==> src/logic/spi_cfg.svh <==
// Frame and divider widths shared by the SPI master; SPI_DIV_WIDTH must hold 2^(2^SPI_PRESCALE_BITS) - 1.
`ifndef SPI_CFG_SVH
`define SPI_CFG_SVH

////////////////////////////////////////////////////////////////////////////
// Frame format.
////////////////////////////////////////////////////////////////////////////

// Bits shifted out and in per frame.
`define SPI_WORD_LEN 8

////////////////////////////////////////////////////////////////////////////
// Clock prescaler.
////////////////////////////////////////////////////////////////////////////

// Width of the prescale selector. A value p gives a half period of 2^(p+1) cycles.
`define SPI_PRESCALE_BITS 3

// Divider counter width. The largest terminal count is 2^8 - 1 for p = 7.
`define SPI_DIV_WIDTH 9

`endif

==> src/logic/spi_pkg.sv <==
// Types for the SPI master; the transmit request is 14 bits only with the default widths of spi_cfg.svh.
`default_nettype none

`include "spi_cfg.svh"

package spi_pkg;

    // One data word as it travels on mosi and miso.
    typedef logic [`SPI_WORD_LEN-1:0] spi_word_t;

    // Bit 1 is the clock polarity, bit 0 the clock phase.
    // Phase 0 samples on the first edge of a bit, phase 1 on the second.
    typedef logic [1:0] spi_mode_t;

    // Half period of sck is 2^(p+1) cycles of wr.
    typedef logic [`SPI_PRESCALE_BITS-1:0] spi_prescale_t;

    // Everything the shifter needs for one frame, captured with the word.
    typedef struct packed {
        spi_word_t     word;      // Data to shift out.
        spi_mode_t     mode;      // Polarity and phase for this frame.
        logic          lsb_first; // Bit order.
        spi_prescale_t prescale;  // Clock divider selector.
    } spi_tx_req_t;

endpackage

`default_nettype wire

==> src/logic/spi_word_buffer.sv <==
// One-entry holding register; a load while full is dropped and only flagged, and q is valid only while full.
`timescale 1ns/1ps
`default_nettype none

module spi_word_buffer #(
    parameter type payload_t = logic
) (
    input  wire logic wr,
    input  wire logic rst,
    input  wire logic load,      // One-cycle strobe offering a new entry.
    input  payload_t  data,
    input  wire logic take,      // One-cycle strobe that empties the entry.
    input  wire logic err_clr,   // Clears the sticky overrun flag.
    output logic      full,
    output payload_t  q,
    output logic      overrun
);

    logic accept;

    // A load is only taken while the entry is empty.
    assign accept = load && !full;

    ////////////////////////////////////////////////////////////////////////////
    // Control flags.
    ////////////////////////////////////////////////////////////////////////////

    always_ff @(posedge wr or posedge rst) begin
        if (rst) begin
            full    <= 1'b0;
            overrun <= 1'b0;
        end else begin
            // Once full, only a take empties it. Otherwise an accepted load fills it.
            full <= full ? !take : load;

            // A lost load beats a clear on the same cycle so that no loss goes unseen.
            if (load && full) begin
                overrun <= 1'b1;
            end else if (err_clr) begin
                overrun <= 1'b0;
            end
        end
    end

    // Payload register. It only changes on an accepted load.
    always_ff @(posedge wr) begin
        if (accept) begin
            q <= data; // The stored word stays put until the next accepted load.
        end
    end

endmodule

`default_nettype wire

==> src/logic/spi_clock_gen.sv <==
// Half-period tick generator; prescale must stay stable while clk_run is high, and the count restarts from zero on every run.
`timescale 1ns/1ps
`default_nettype none

`include "spi_cfg.svh"

module spi_clock_gen (
    input  wire logic          wr,
    input  wire logic          rst,
    input  wire logic          clk_run,   // High while a frame is in progress.
    input  spi_pkg::spi_prescale_t prescale,
    output logic               half_tick  // One pulse every 2^(p+1) cycles.
);

    logic [`SPI_PRESCALE_BITS:0]  shift_amt; // One bit wider so that p = 7 gives 8.
    logic [`SPI_DIV_WIDTH-1:0]    div_last;  // Terminal count for the current prescale.
    logic [`SPI_DIV_WIDTH-1:0]    div_cnt;

    ////////////////////////////////////////////////////////////////////////////
    // Terminal count.
    ////////////////////////////////////////////////////////////////////////////

    // The half period is a power of two, so the terminal count is a run of ones.
    assign shift_amt = {1'b0, prescale} + 1'b1;
    assign div_last  = ({{(`SPI_DIV_WIDTH-1){1'b0}}, 1'b1} << shift_amt) - 1'b1;

    // The tick lasts exactly one cycle, on the last count of each half period.
    assign half_tick = clk_run && (div_cnt == div_last);

    ////////////////////////////////////////////////////////////////////////////
    // Divider counter.
    ////////////////////////////////////////////////////////////////////////////

    always_ff @(posedge wr or posedge rst) begin
        if (rst) begin
            div_cnt <= '0;
        end else if (!clk_run) begin
            div_cnt <= '0;                // Held at zero between frames.
        end else if (div_cnt == div_last) begin
            div_cnt <= '0;                // Wrap and start the next half period.
        end else begin
            div_cnt <= div_cnt + 1'b1;
        end
    end

    // With the counter at zero when the run starts, the first tick falls
    // exactly 2^(p+1) cycles after clk_run rises. So does every tick after it.

endmodule

`default_nettype wire

==> src/logic/spi_shifter.sv <==
// Frame FSM and pin driver; tx_req must hold still while tx_pending is high, and miso is taken as already synchronous to wr.
`timescale 1ns/1ps
`default_nettype none

`include "spi_cfg.svh"

module spi_shifter (
    input  wire logic                wr,
    input  wire logic                rst,
    input  wire logic                tx_pending, // Transmit buffer holds a request.
    input  spi_pkg::spi_tx_req_t     tx_req,
    output logic                     tx_take,    // Pulses on the edge a frame starts.
    output logic                     clk_run,
    output spi_pkg::spi_prescale_t   prescale,
    input  wire logic                half_tick,
    output spi_pkg::spi_word_t       rx_word,
    output logic                     rx_strobe,  // Pulses on the edge a frame ends.
    output logic                     sck,
    output logic                     mosi,
    input  wire logic                miso,
    output logic                     ss
);

    import spi_pkg::*;

    // A frame is 2 * WORD_LEN sck edges plus one closing half period.
    localparam int unsigned EDGE_W = $clog2(2 * `SPI_WORD_LEN + 1);
    localparam logic [EDGE_W-1:0] FRAME_EDGES = EDGE_W'(2 * `SPI_WORD_LEN);

    logic              busy;        // FSM state. 0 is idle, 1 is shifting.
    logic [EDGE_W-1:0] edge_cnt;    // Number of sck edges given so far.
    logic              sck_ph;      // Internal clock phase before polarity.
    logic              ss_q;
    logic              mosi_q;
    spi_mode_t         mode_q;      // Mode latched at the start of the frame.
    logic              lsb_q;       // Bit order latched at the start of the frame.
    spi_prescale_t     prescale_q;
    spi_word_t         tx_sr;       // Bits still to go out, next bit at the head.
    spi_word_t         rx_sr;       // Bits gathered from miso.

    logic start;
    logic bit_tick;
    logic frame_done;
    logic sample_edge;

    ////////////////////////////////////////////////////////////////////////////
    // Bit order helpers.
    ////////////////////////////////////////////////////////////////////////////

    // The bit that goes out next, at the top or the bottom of the word.
    function automatic logic head_bit(input spi_word_t w, input logic lsb);
        return lsb ? w[0] : w[`SPI_WORD_LEN-1];
    endfunction

    // Drops the head bit and fills with a one, so mosi idles high once empty.
    function automatic spi_word_t shift_word(input spi_word_t w, input logic lsb);
        spi_word_t r;
        if (lsb) begin
            r = {1'b1, w[`SPI_WORD_LEN-1:1]};
        end else begin
            r = {w[`SPI_WORD_LEN-2:0], 1'b1};
        end
        return r;
    endfunction

    assign start      = !busy && tx_pending;       // Idle and a word is waiting.
    assign bit_tick   = busy && half_tick;
    assign frame_done = (edge_cnt == FRAME_EDGES); // All edges given, this tick closes.

    // Edge k = edge_cnt + 1. Phase 0 samples odd k, phase 1 samples even k.
    assign sample_edge = (edge_cnt[0] == mode_q[0]);

    ////////////////////////////////////////////////////////////////////////////
    // Frame FSM.
    ////////////////////////////////////////////////////////////////////////////

    always_ff @(posedge wr or posedge rst) begin
        if (rst) begin
            busy       <= 1'b0;
            edge_cnt   <= '0;
            sck_ph     <= 1'b0;
            ss_q       <= 1'b1;  // Device deselected.
            mode_q     <= '0;    // Mode 0, so sck idles low.
            lsb_q      <= 1'b0;
            prescale_q <= '0;
            tx_take    <= 1'b0;
            rx_strobe  <= 1'b0;
        end else begin
            tx_take   <= 1'b0;   // Both strobes last a single cycle.
            rx_strobe <= 1'b0;
            if (start) begin
                // Freeze the frame settings so the user may change them freely.
                busy       <= 1'b1;
                ss_q       <= 1'b0;
                tx_take    <= 1'b1;
                sck_ph     <= 1'b0;
                mode_q     <= tx_req.mode;
                lsb_q      <= tx_req.lsb_first;
                prescale_q <= tx_req.prescale;
            end else if (bit_tick) begin
                if (frame_done) begin
                    busy      <= 1'b0;
                    edge_cnt  <= '0;
                    rx_strobe <= 1'b1;        // rx_sr is complete by now.
                    ss_q      <= !tx_pending; // A waiting word keeps the device selected.
                end else begin
                    sck_ph   <= ~sck_ph;      // Even edge count leaves sck at idle.
                    edge_cnt <= edge_cnt + 1'b1;
                end
            end
        end
    end

    ////////////////////////////////////////////////////////////////////////////
    // Shift registers.
    ////////////////////////////////////////////////////////////////////////////

    always_ff @(posedge wr) begin
        if (start) begin
            if (!tx_req.mode[0]) begin
                // Phase 0 needs the first bit valid before the first edge.
                mosi_q <= head_bit(tx_req.word, tx_req.lsb_first);
                tx_sr  <= shift_word(tx_req.word, tx_req.lsb_first);
            end else begin
                tx_sr <= tx_req.word; // Phase 1 drives its first bit on edge 1.
            end
        end else if (bit_tick && !frame_done) begin
            if (sample_edge) begin
                // The first bit in ends at the end of the word it belongs to.
                if (lsb_q) begin
                    rx_sr <= {miso, rx_sr[`SPI_WORD_LEN-1:1]};
                end else begin
                    rx_sr <= {rx_sr[`SPI_WORD_LEN-2:0], miso};
                end
            end else begin
                mosi_q <= head_bit(tx_sr, lsb_q);
                tx_sr  <= shift_word(tx_sr, lsb_q);
            end
        end
    end

    ////////////////////////////////////////////////////////////////////////////
    // Outputs.
    ////////////////////////////////////////////////////////////////////////////

    assign clk_run  = busy;
    assign prescale = prescale_q;

    // No sample edge falls between the frame end and the next start, so rx_sr is stable.
    assign rx_word = rx_sr;

    assign sck  = sck_ph ^ mode_q[1]; // Polarity 1 inverts the internal phase.
    assign mosi = ss_q ? 1'b1 : mosi_q;
    assign ss   = ss_q;

endmodule

`default_nettype wire

==> src/logic/spi_master_top.sv <==
// SPI master top level; all strobes are single cycles on wr with no back-pressure, so check tx_full and rx_ready first.
`timescale 1ns/1ps
`default_nettype none

module spi_master_top (
    input  wire logic              wr,
    input  wire logic              rst,
    input  spi_pkg::spi_mode_t     mode,
    input  wire logic              lsb_first,
    input  spi_pkg::spi_prescale_t prescale,
    input  wire logic              tx_load,
    input  spi_pkg::spi_word_t     tx_data,
    output logic                   tx_full,
    output logic                   send_err,
    input  wire logic              rx_take,
    output spi_pkg::spi_word_t     rx_data,
    output logic                   rx_ready,
    output logic                   rx_overrun,
    input  wire logic              err_clr,
    output logic                   sck,
    output logic                   mosi,
    input  wire logic              miso,
    output logic                   ss
);

    import spi_pkg::*;

    spi_tx_req_t   tx_req_in;   // Word and settings as offered by the user.
    spi_tx_req_t   tx_req_q;    // Request waiting in the transmit buffer.
    logic          tx_take;
    logic          clk_run;
    spi_prescale_t run_prescale;
    logic          half_tick;
    spi_word_t     rx_word;
    logic          rx_strobe;

    ////////////////////////////////////////////////////////////////////////////
    // Transmit side.
    ////////////////////////////////////////////////////////////////////////////

    // The settings travel with the word, so each frame uses its own mode.
    assign tx_req_in = '{word: tx_data, mode: mode, lsb_first: lsb_first, prescale: prescale};

    spi_word_buffer #(
        .payload_t (spi_tx_req_t)
    ) tx_buf_i (
        .wr      (wr),
        .rst     (rst),
        .load    (tx_load),
        .data    (tx_req_in),
        .take    (tx_take),
        .err_clr (err_clr),
        .full    (tx_full),
        .q       (tx_req_q),
        .overrun (send_err)   // A load while full is a send error.
    );

    spi_clock_gen clock_gen_i (
        .wr        (wr),
        .rst       (rst),
        .clk_run   (clk_run),
        .prescale  (run_prescale),
        .half_tick (half_tick)
    );

    spi_shifter shifter_i (
        .wr         (wr),
        .rst        (rst),
        .tx_pending (tx_full),
        .tx_req     (tx_req_q),
        .tx_take    (tx_take),
        .clk_run    (clk_run),
        .prescale   (run_prescale),
        .half_tick  (half_tick),
        .rx_word    (rx_word),
        .rx_strobe  (rx_strobe),
        .sck        (sck),
        .mosi       (mosi),
        .miso       (miso),
        .ss         (ss)
    );

    // Receive side. An unread word is kept and a new one only sets rx_overrun.
    spi_word_buffer #(
        .payload_t (spi_word_t)
    ) rx_buf_i (
        .wr      (wr),
        .rst     (rst),
        .load    (rx_strobe),
        .data    (rx_word),
        .take    (rx_take),
        .err_clr (err_clr),
        .full    (rx_ready),
        .q       (rx_data),
        .overrun (rx_overrun)
    );

endmodule

`default_nettype wire

==> config.mk <==
export PLATFORM = sky130hd
export DESIGN_NAME = spi_master_top
export DESIGN_NICKNAME = d
export VERILOG_FILES = /design/src/logic/spi_pkg.sv /design/src/logic/spi_word_buffer.sv /design/src/logic/spi_clock_gen.sv /design/src/logic/spi_shifter.sv /design/src/logic/spi_master_top.sv
export VERILOG_INCLUDE_DIRS = /design/src /design/src/logic
export SDC_FILE = /design/constraint.sdc
export NUM_CORES = 1
export LEC_CHECK = 0
export ABC_AREA = 1
export BUFFER_PORTS_ARGS = -buffer_cell sky130_fd_sc_hd__buf_2
export CELL_PAD_IN_SITES_DETAIL_PLACEMENT = 1
export CELL_PAD_IN_SITES_GLOBAL_PLACEMENT = 2
export CORE_MARGIN = 2
export CORE_UTILIZATION = 33
export DETAILED_ROUTE_END_ITERATION = 10
export PLACE_DENSITY_LB_ADDON = 0.1
export SLEW_MARGIN = 20
export SYNTH_ARGS = -nofsm -noshare
export SYNTH_HDL_FRONTEND = slang
export SYNTH_HIERARCHICAL = 1
export SYNTH_SLANG_ARGS = --single-unit
==> constraint.sdc <==
create_clock -name wr -period 2.8 [get_ports wr]
set_clock_uncertainty 0.2 [all_clocks]
set_input_delay 0.42 -clock wr [delete_from_list [all_inputs] [get_ports wr]]
set_output_delay 0.42 -clock wr [all_outputs]
set_load 0.03 [all_outputs]
* After elaboration in Yosys (flattened, before gate mapping)
Cells that the tools add are included.
** Word-level totals
- Register bits :: 68
- Input port bits :: 20
- Output and inout port bits :: 15
** Cells by class
- Add/subtract/negate cells :: 4
- Equal/unequal tests :: 6
- Shift operators :: 1
- Mux-type cells :: 35
- Bitwise gates (word level) :: 3
- Reduce and logical (&&, ||, !) cells :: 25
** Operators by type and width (number)
- two-way mux 8 bit :: 7
- two-way mux 1 bit :: 25
- two-way mux 9 bit :: 2
- nonzero test 2 bit :: 5
- adder 9 x 1 -> 9 bit, second input constant :: 1
- equality test 9 bit :: 1
- left shift 1 x 4 -> 9 bit, first input constant :: 1
- subtractor 9 x 1 -> 9 bit, second input constant :: 1
- logical AND 1 bit :: 8
- AND reduction 2 bit :: 4
- zero test 1 bit :: 6
- AND reduction 3 bit :: 2
- adder 5 x 1 -> 5 bit, second input constant :: 1
- equality test 5 bit, second input constant :: 1
- two-way mux 5 bit :: 1
- adder 3 x 1 -> 4 bit, second input constant :: 1
- inequality test 2 x 1 -> 1 bit, second input constant :: 2
- inequality test 2 bit, second input constant :: 1
- NOT 1 bit :: 2
- equality test 1 bit :: 1
- XOR 1 bit :: 1

* Logic depth before layout (Yosys ltp)
- Depth after elaboration :: 9
- Gate-level depth with buffers :: 19
- Gate-level depth less buffers :: 19

* By module
The synthesis kept the hierarchy.
** By module, submodules not included
- spi_shifter :: times used 1, cells each 202, area each 1764.2 um^2
- spi_clock_gen :: times used 1, cells each 121, area each 757.0 um^2
- spi_word_buffer (tx_buf_i) :: times used 1, cells each 27, area each 516.7 um^2
- spi_word_buffer (rx_buf_i) :: times used 1, cells each 21, area each 336.6 um^2

* Worst setup path after synthesis
Ideal clock, no wire load.
- Kind :: flip-flop to flip-flop
- Start :: register shifter_i.prescale_q[2], in the netlist shifter_i/prescale[2]
- End :: register shifter_i.rx_sr[0], in the netlist shifter_i/rx_word[0] (enable)
- Setup time :: 370 ps
- Arrival :: 2295 ps
- Required time :: 2230 ps
- Path slack :: -65 ps
- Cell stages (with the launch flop) :: 17
- Clock period less this slack :: 2865 ps
- Path through :: dfrtp_1 inv_2 nand3_2 ha_1 inv_1 nor2_1 inv_1 nand3_1 nand2_1 nand3_1 nor2_2 nand3_1 nor2_1 nand2_1 inv_2 nand2_1 nor2_1
** On the way
- Cells in the longest elaborated chain, start to end :: 8
** Ends and longest elaborated chain
- start, declared :: line spi_shifter.sv:37 : spi_prescale_t prescale_q;
- start signal, assigned :: line spi_shifter.sv:99 : prescale_q <= tx_req.prescale;
- adder 3 x 1 -> 4 bit :: line spi_clock_gen.sv:24 : assign shift_amt = {1'b0, prescale} + 1'b1;
- left shift 1 x 4 -> 9 bit :: line spi_clock_gen.sv:25 : assign div_last = ({{(`SPI_DIV_WIDTH-1){1'b0}}, 1'b1} << shift_amt) - 1'b1;
- subtractor 9 x 1 -> 9 bit :: line spi_clock_gen.sv:25
- equality test 9 bit :: line spi_clock_gen.sv:28 : assign half_tick = clk_run && (div_cnt == div_last);
- logical AND 1 bit :: line spi_clock_gen.sv:28
- named net half_tick :: line spi_master_top.sv:33 : logic half_tick;
- logical AND 1 bit :: line spi_shifter.sv:67 : assign bit_tick = busy && half_tick;
- logical AND 1 bit :: line spi_shifter.sv:127 : end else if (bit_tick && !frame_done) begin
- AND reduction 3 bit (no source line)
- end signal, assigned :: line spi_shifter.sv:131 : rx_sr <= {miso, rx_sr[`SPI_WORD_LEN-1:1]};
- end signal, assigned :: line spi_shifter.sv:133 : rx_sr <= {rx_sr[`SPI_WORD_LEN-2:0], miso};
- end, declared :: line spi_shifter.sv:39 : spi_word_t rx_sr;
The timed path passes the listed nets, and every way through them passes these cells.
A chain may end at the register's enable or synchronous reset.

* Final worst setup path
- Start :: register shifter_i.prescale_q[2], in the netlist shifter_i/prescale[2]
- End :: register shifter_i.rx_sr[4], in the netlist shifter_i/rx_word[4] (enable)
The elaborated chain is that of the path after synthesis.

==> impl_metrics.ini <==
[power_and_ir_drop]
powerDensity_mw_per_mm2 = 636
vdd_drop_max_uv = 362
p_total_mw = 2.55
p_leak_nw = 1.88

[global_route]
antenna_found_initial = 0
grt_pass1_vias = 2578
grt_pass1_wl_um = 12700
grt_max_degree = 28
overflow = 0
track_usage_pct = 14.6

[clocking]
root_buffer = clkbuf_8
numCtsBuffers = 9
clockBufferDepth = 2
path_clk_slew_ns = 0.08
htree_levels = 3
clk_latency_ns = 0.34
clock-sinks = 68
cts_tree = yes

[yosys]
ys_ff_latch = 68
synth-compound-area-share_pct = 7.82
synth_edf_count = 39
avgSynthCellArea_um2 = 9.10
syn_inst = 371
netlist_area_mm2 = 0.00337
yosysWarnings = 6
synthXorXnorAreaFrac_pct = 1.04
synth_fa_ha_area_share_pct = 1.48
synth_top_family_by_area = simple AND/OR/NAND/NOR gates
yosysUniqueCellTypes = 36
async_reset_ff_share_pct = 42.6
synth_fp_nets = 395
synth-seq-area-share_pct = 56.2
yosys_most_used_dff = edfxtp_1
synthSimpleGateAreaFrac_pct = 25.1
synth.area.mux_share_pct = 0

[finish]
fillerInstances = 1178
syn_to_final_growth_pct = 18.7
layout.nets = 446
final-seq-area_mm2 = 0.00190
drive_above_1_share_pct = 24.1
multi_input_area_mm2 = 0.00123
n_antenna_cell = 0

[routing]
drc = 0
viasPerCell = 4.54
drt_first_pass_iters = 4
wire_per_inst_um = 13.5
drtAntennaViolNets = 0
wirelength_um = 7530
drt-initial-drc-count = 49
vias = 2544

[sta]
tns_ns = 0
worst_pin_slew_ns = 0.667
fmax_ghz = 0.381
hold_viol = 0
report.final.slew_viol_count = 0
setup_violations = 0
rsz0062_at_grt = no
period_share_pct = 93.7
max_slew_margin_pct = 55.5
finalCriticalPeriod_ns = 2.62

[placement]
port_buffers = 34
gp_congestion = 0.764
dp_hpwl_um = 5630

[outcome]
status = completed

[die]
row_count = 36
core_mm2 = 0.00986
ios = 35
die_h_um = 105
die-area_mm2 = 0.0111
start_util_pct = 34.2
fp.dieW_um = 105

[setup_path]
worstPathArrival_ns = 2.48
critPathLaunchType = flip-flop
endpoint_kind = flip-flop
critPathKind = flip-flop to flip-flop
required_ns = 2.66
worstPathMaxFanout = 8

[hold_path]
hold_class = primary input to flip-flop

[flow_run]
cap_violations = 0
-- area by class of cell --
class | count | share of cell area [%]
Clock inverter | 4 | 1.81
Clock buffer | 12 | 3.62
Inverter | 53 | 5.13
Timing Repair Buffer | 47 | 7.06
Tap cell | 133 | 4.16
Sequential cell | 68 | 47.4
Multi-Input combinational cell | 243 | 30.8
-- cells in the final DEF, fill, tap and decap left out, types with 3 or more instances in the layout --
cell / count
buf_2: 34
nor2_2: 3
nand2_2: 11
o21ai_1: 6
nor3_1: 4
ha_1: 3
dfrtp_1: 28
xor2_1: 3
a21oi_2: 5
nand2_1: 102
o211ai_1: 6
buf_4: 11
edfxtp_1: 39
a21oi_1: 7
nor2_1: 28
inv_1: 43
clkbuf_8: 10
nand3_2: 3
inv_2: 7
or2_2: 6
o21ai_0: 18
nand3_1: 22
-- per-layer routing --
layer	global-route usage (%)	part of all wire (%)	up-vias
li1	-	-	1299
met1	19.9	49	1194
met2	23.1	46	45
met3	4.37	3.9	6
met4	2.86	0.90	0
met5	0	0	-
-- path summary, 6_finish.rpt --
check / cells past startpoint / start / end / slack, ns
max: 16 / shifter_i/prescale[2]$_DFFE_PP0P_ / shifter_i/rx_word[4]$_DFFE_PP_ / 0.18
min: 1 / prescale[0] / tx_buf_i/q[0]$_DFFE_PP_ / 0.05
max reg2reg: 16 / shifter_i/prescale[2]$_DFFE_PP0P_ / shifter_i/rx_word[4]$_DFFE_PP_ / 0.18
min reg2reg: 2 / tx_buf_i/q[5]$_DFFE_PP_ / shifter_i/mode_q[1]$_DFFE_PP0P_ / 0.26
max in group asynchronous: 3 / rst / shifter_i/prescale[0]$_DFFE_PP0P_ / 1.38
min in group asynchronous: 3 / rst / rx_buf_i/overrun$_DFFE_PP0P_ / 0.33
-- cells in the mapped netlist (all sizes together), types with 2 or more instances --
cell,instances,share of area (%)
inv,52,5.9
nor2,32,3.7
ha,4,1.5
nand2,114,14
edfxtp,39,35
nor3b,2,0.44
nand4,2,0.37
o21ai,24,3.6
or2,6,1.1
nand3b,2,0.44
nand3,26,4.5
o211ai,7,1.7
xor2,3,0.78
buf,7,2.2
dfrtp,28,21
a21oi,12,2.3
nor3,4,0.59
nor4,2,0.37
-- flip-flops by register name, summed over array words and instances (netlist names), 2 cells and up --
register / flops
shifter_i/tx_sr: 8
shifter_i/edge_cnt: 5
shifter_i/prescale: 3
shifter_i/mode_q: 2
clock_gen_i/div_cnt: 9
tx_buf_i/q: 14
rx_buf_i/q: 8
shifter_i/rx_word: 8
-- report_power, final --
part           internal (mW)  switching (mW)  total, mW
Sequential              1.16           0.121       1.28
Clock                  0.526           0.369      0.894
Combinational          0.144           0.233      0.377
Total                   1.82           0.724       2.55
-- cell families (layout without fill, tap and decap cells) --
family / count (synthesis) / after routing
flops: 68 / 68
simple gates: 190 / 190
xor+xnor: 4 / 4
fa+ha+maj: 4 / 4
compound gates: 44 / 44
other cells: 1 / 1
buf+inv: 60 / 116
-- worst max-delay path, stage by stage (launching register included) --
cell and delay (ns):
dfrtp_1 0.39, inv_2 0.07, nand3_2 0.11, ha_4 0.28, nor2_1 0.04, nor2_1 0.08
nand2_1 0.06, nor2_1 0.08, nand3_1 0.09, nor2_2 0.18, nand3_1 0.10, nor2_2 0.16
nand2_2 0.09, inv_2 0.07, nand2_2 0.08, nor2_4 0.13, buf_12 0.14
-- stage by stage --
step	util, %	cells	setup WS (ns)	cell area (µm²)	hold WS (ns)
after floorplan	-	371	0.0794	3380	-0.0388
final	40.6	560	0.176	4000	0.0492
after detailed placement	37.6	539	0.0448	3710	0.137
after global placement	37.6	539	0.126	3710	0.138
after global routing	40.6	560	0.000420	4000	0.0239
after CTS	40.0	556	0.0243	3940	0.0324
-- timing repair --
item / in CTS / in global routing
endpoints found under the hold margin: 13 / 0
resized for setup: 0 / 10
hold buffers: 1 / 0
setup buffers: 0 / 4
endpoints found under the setup margin: 0 / 16
Power figures use the tool's default switching activity.
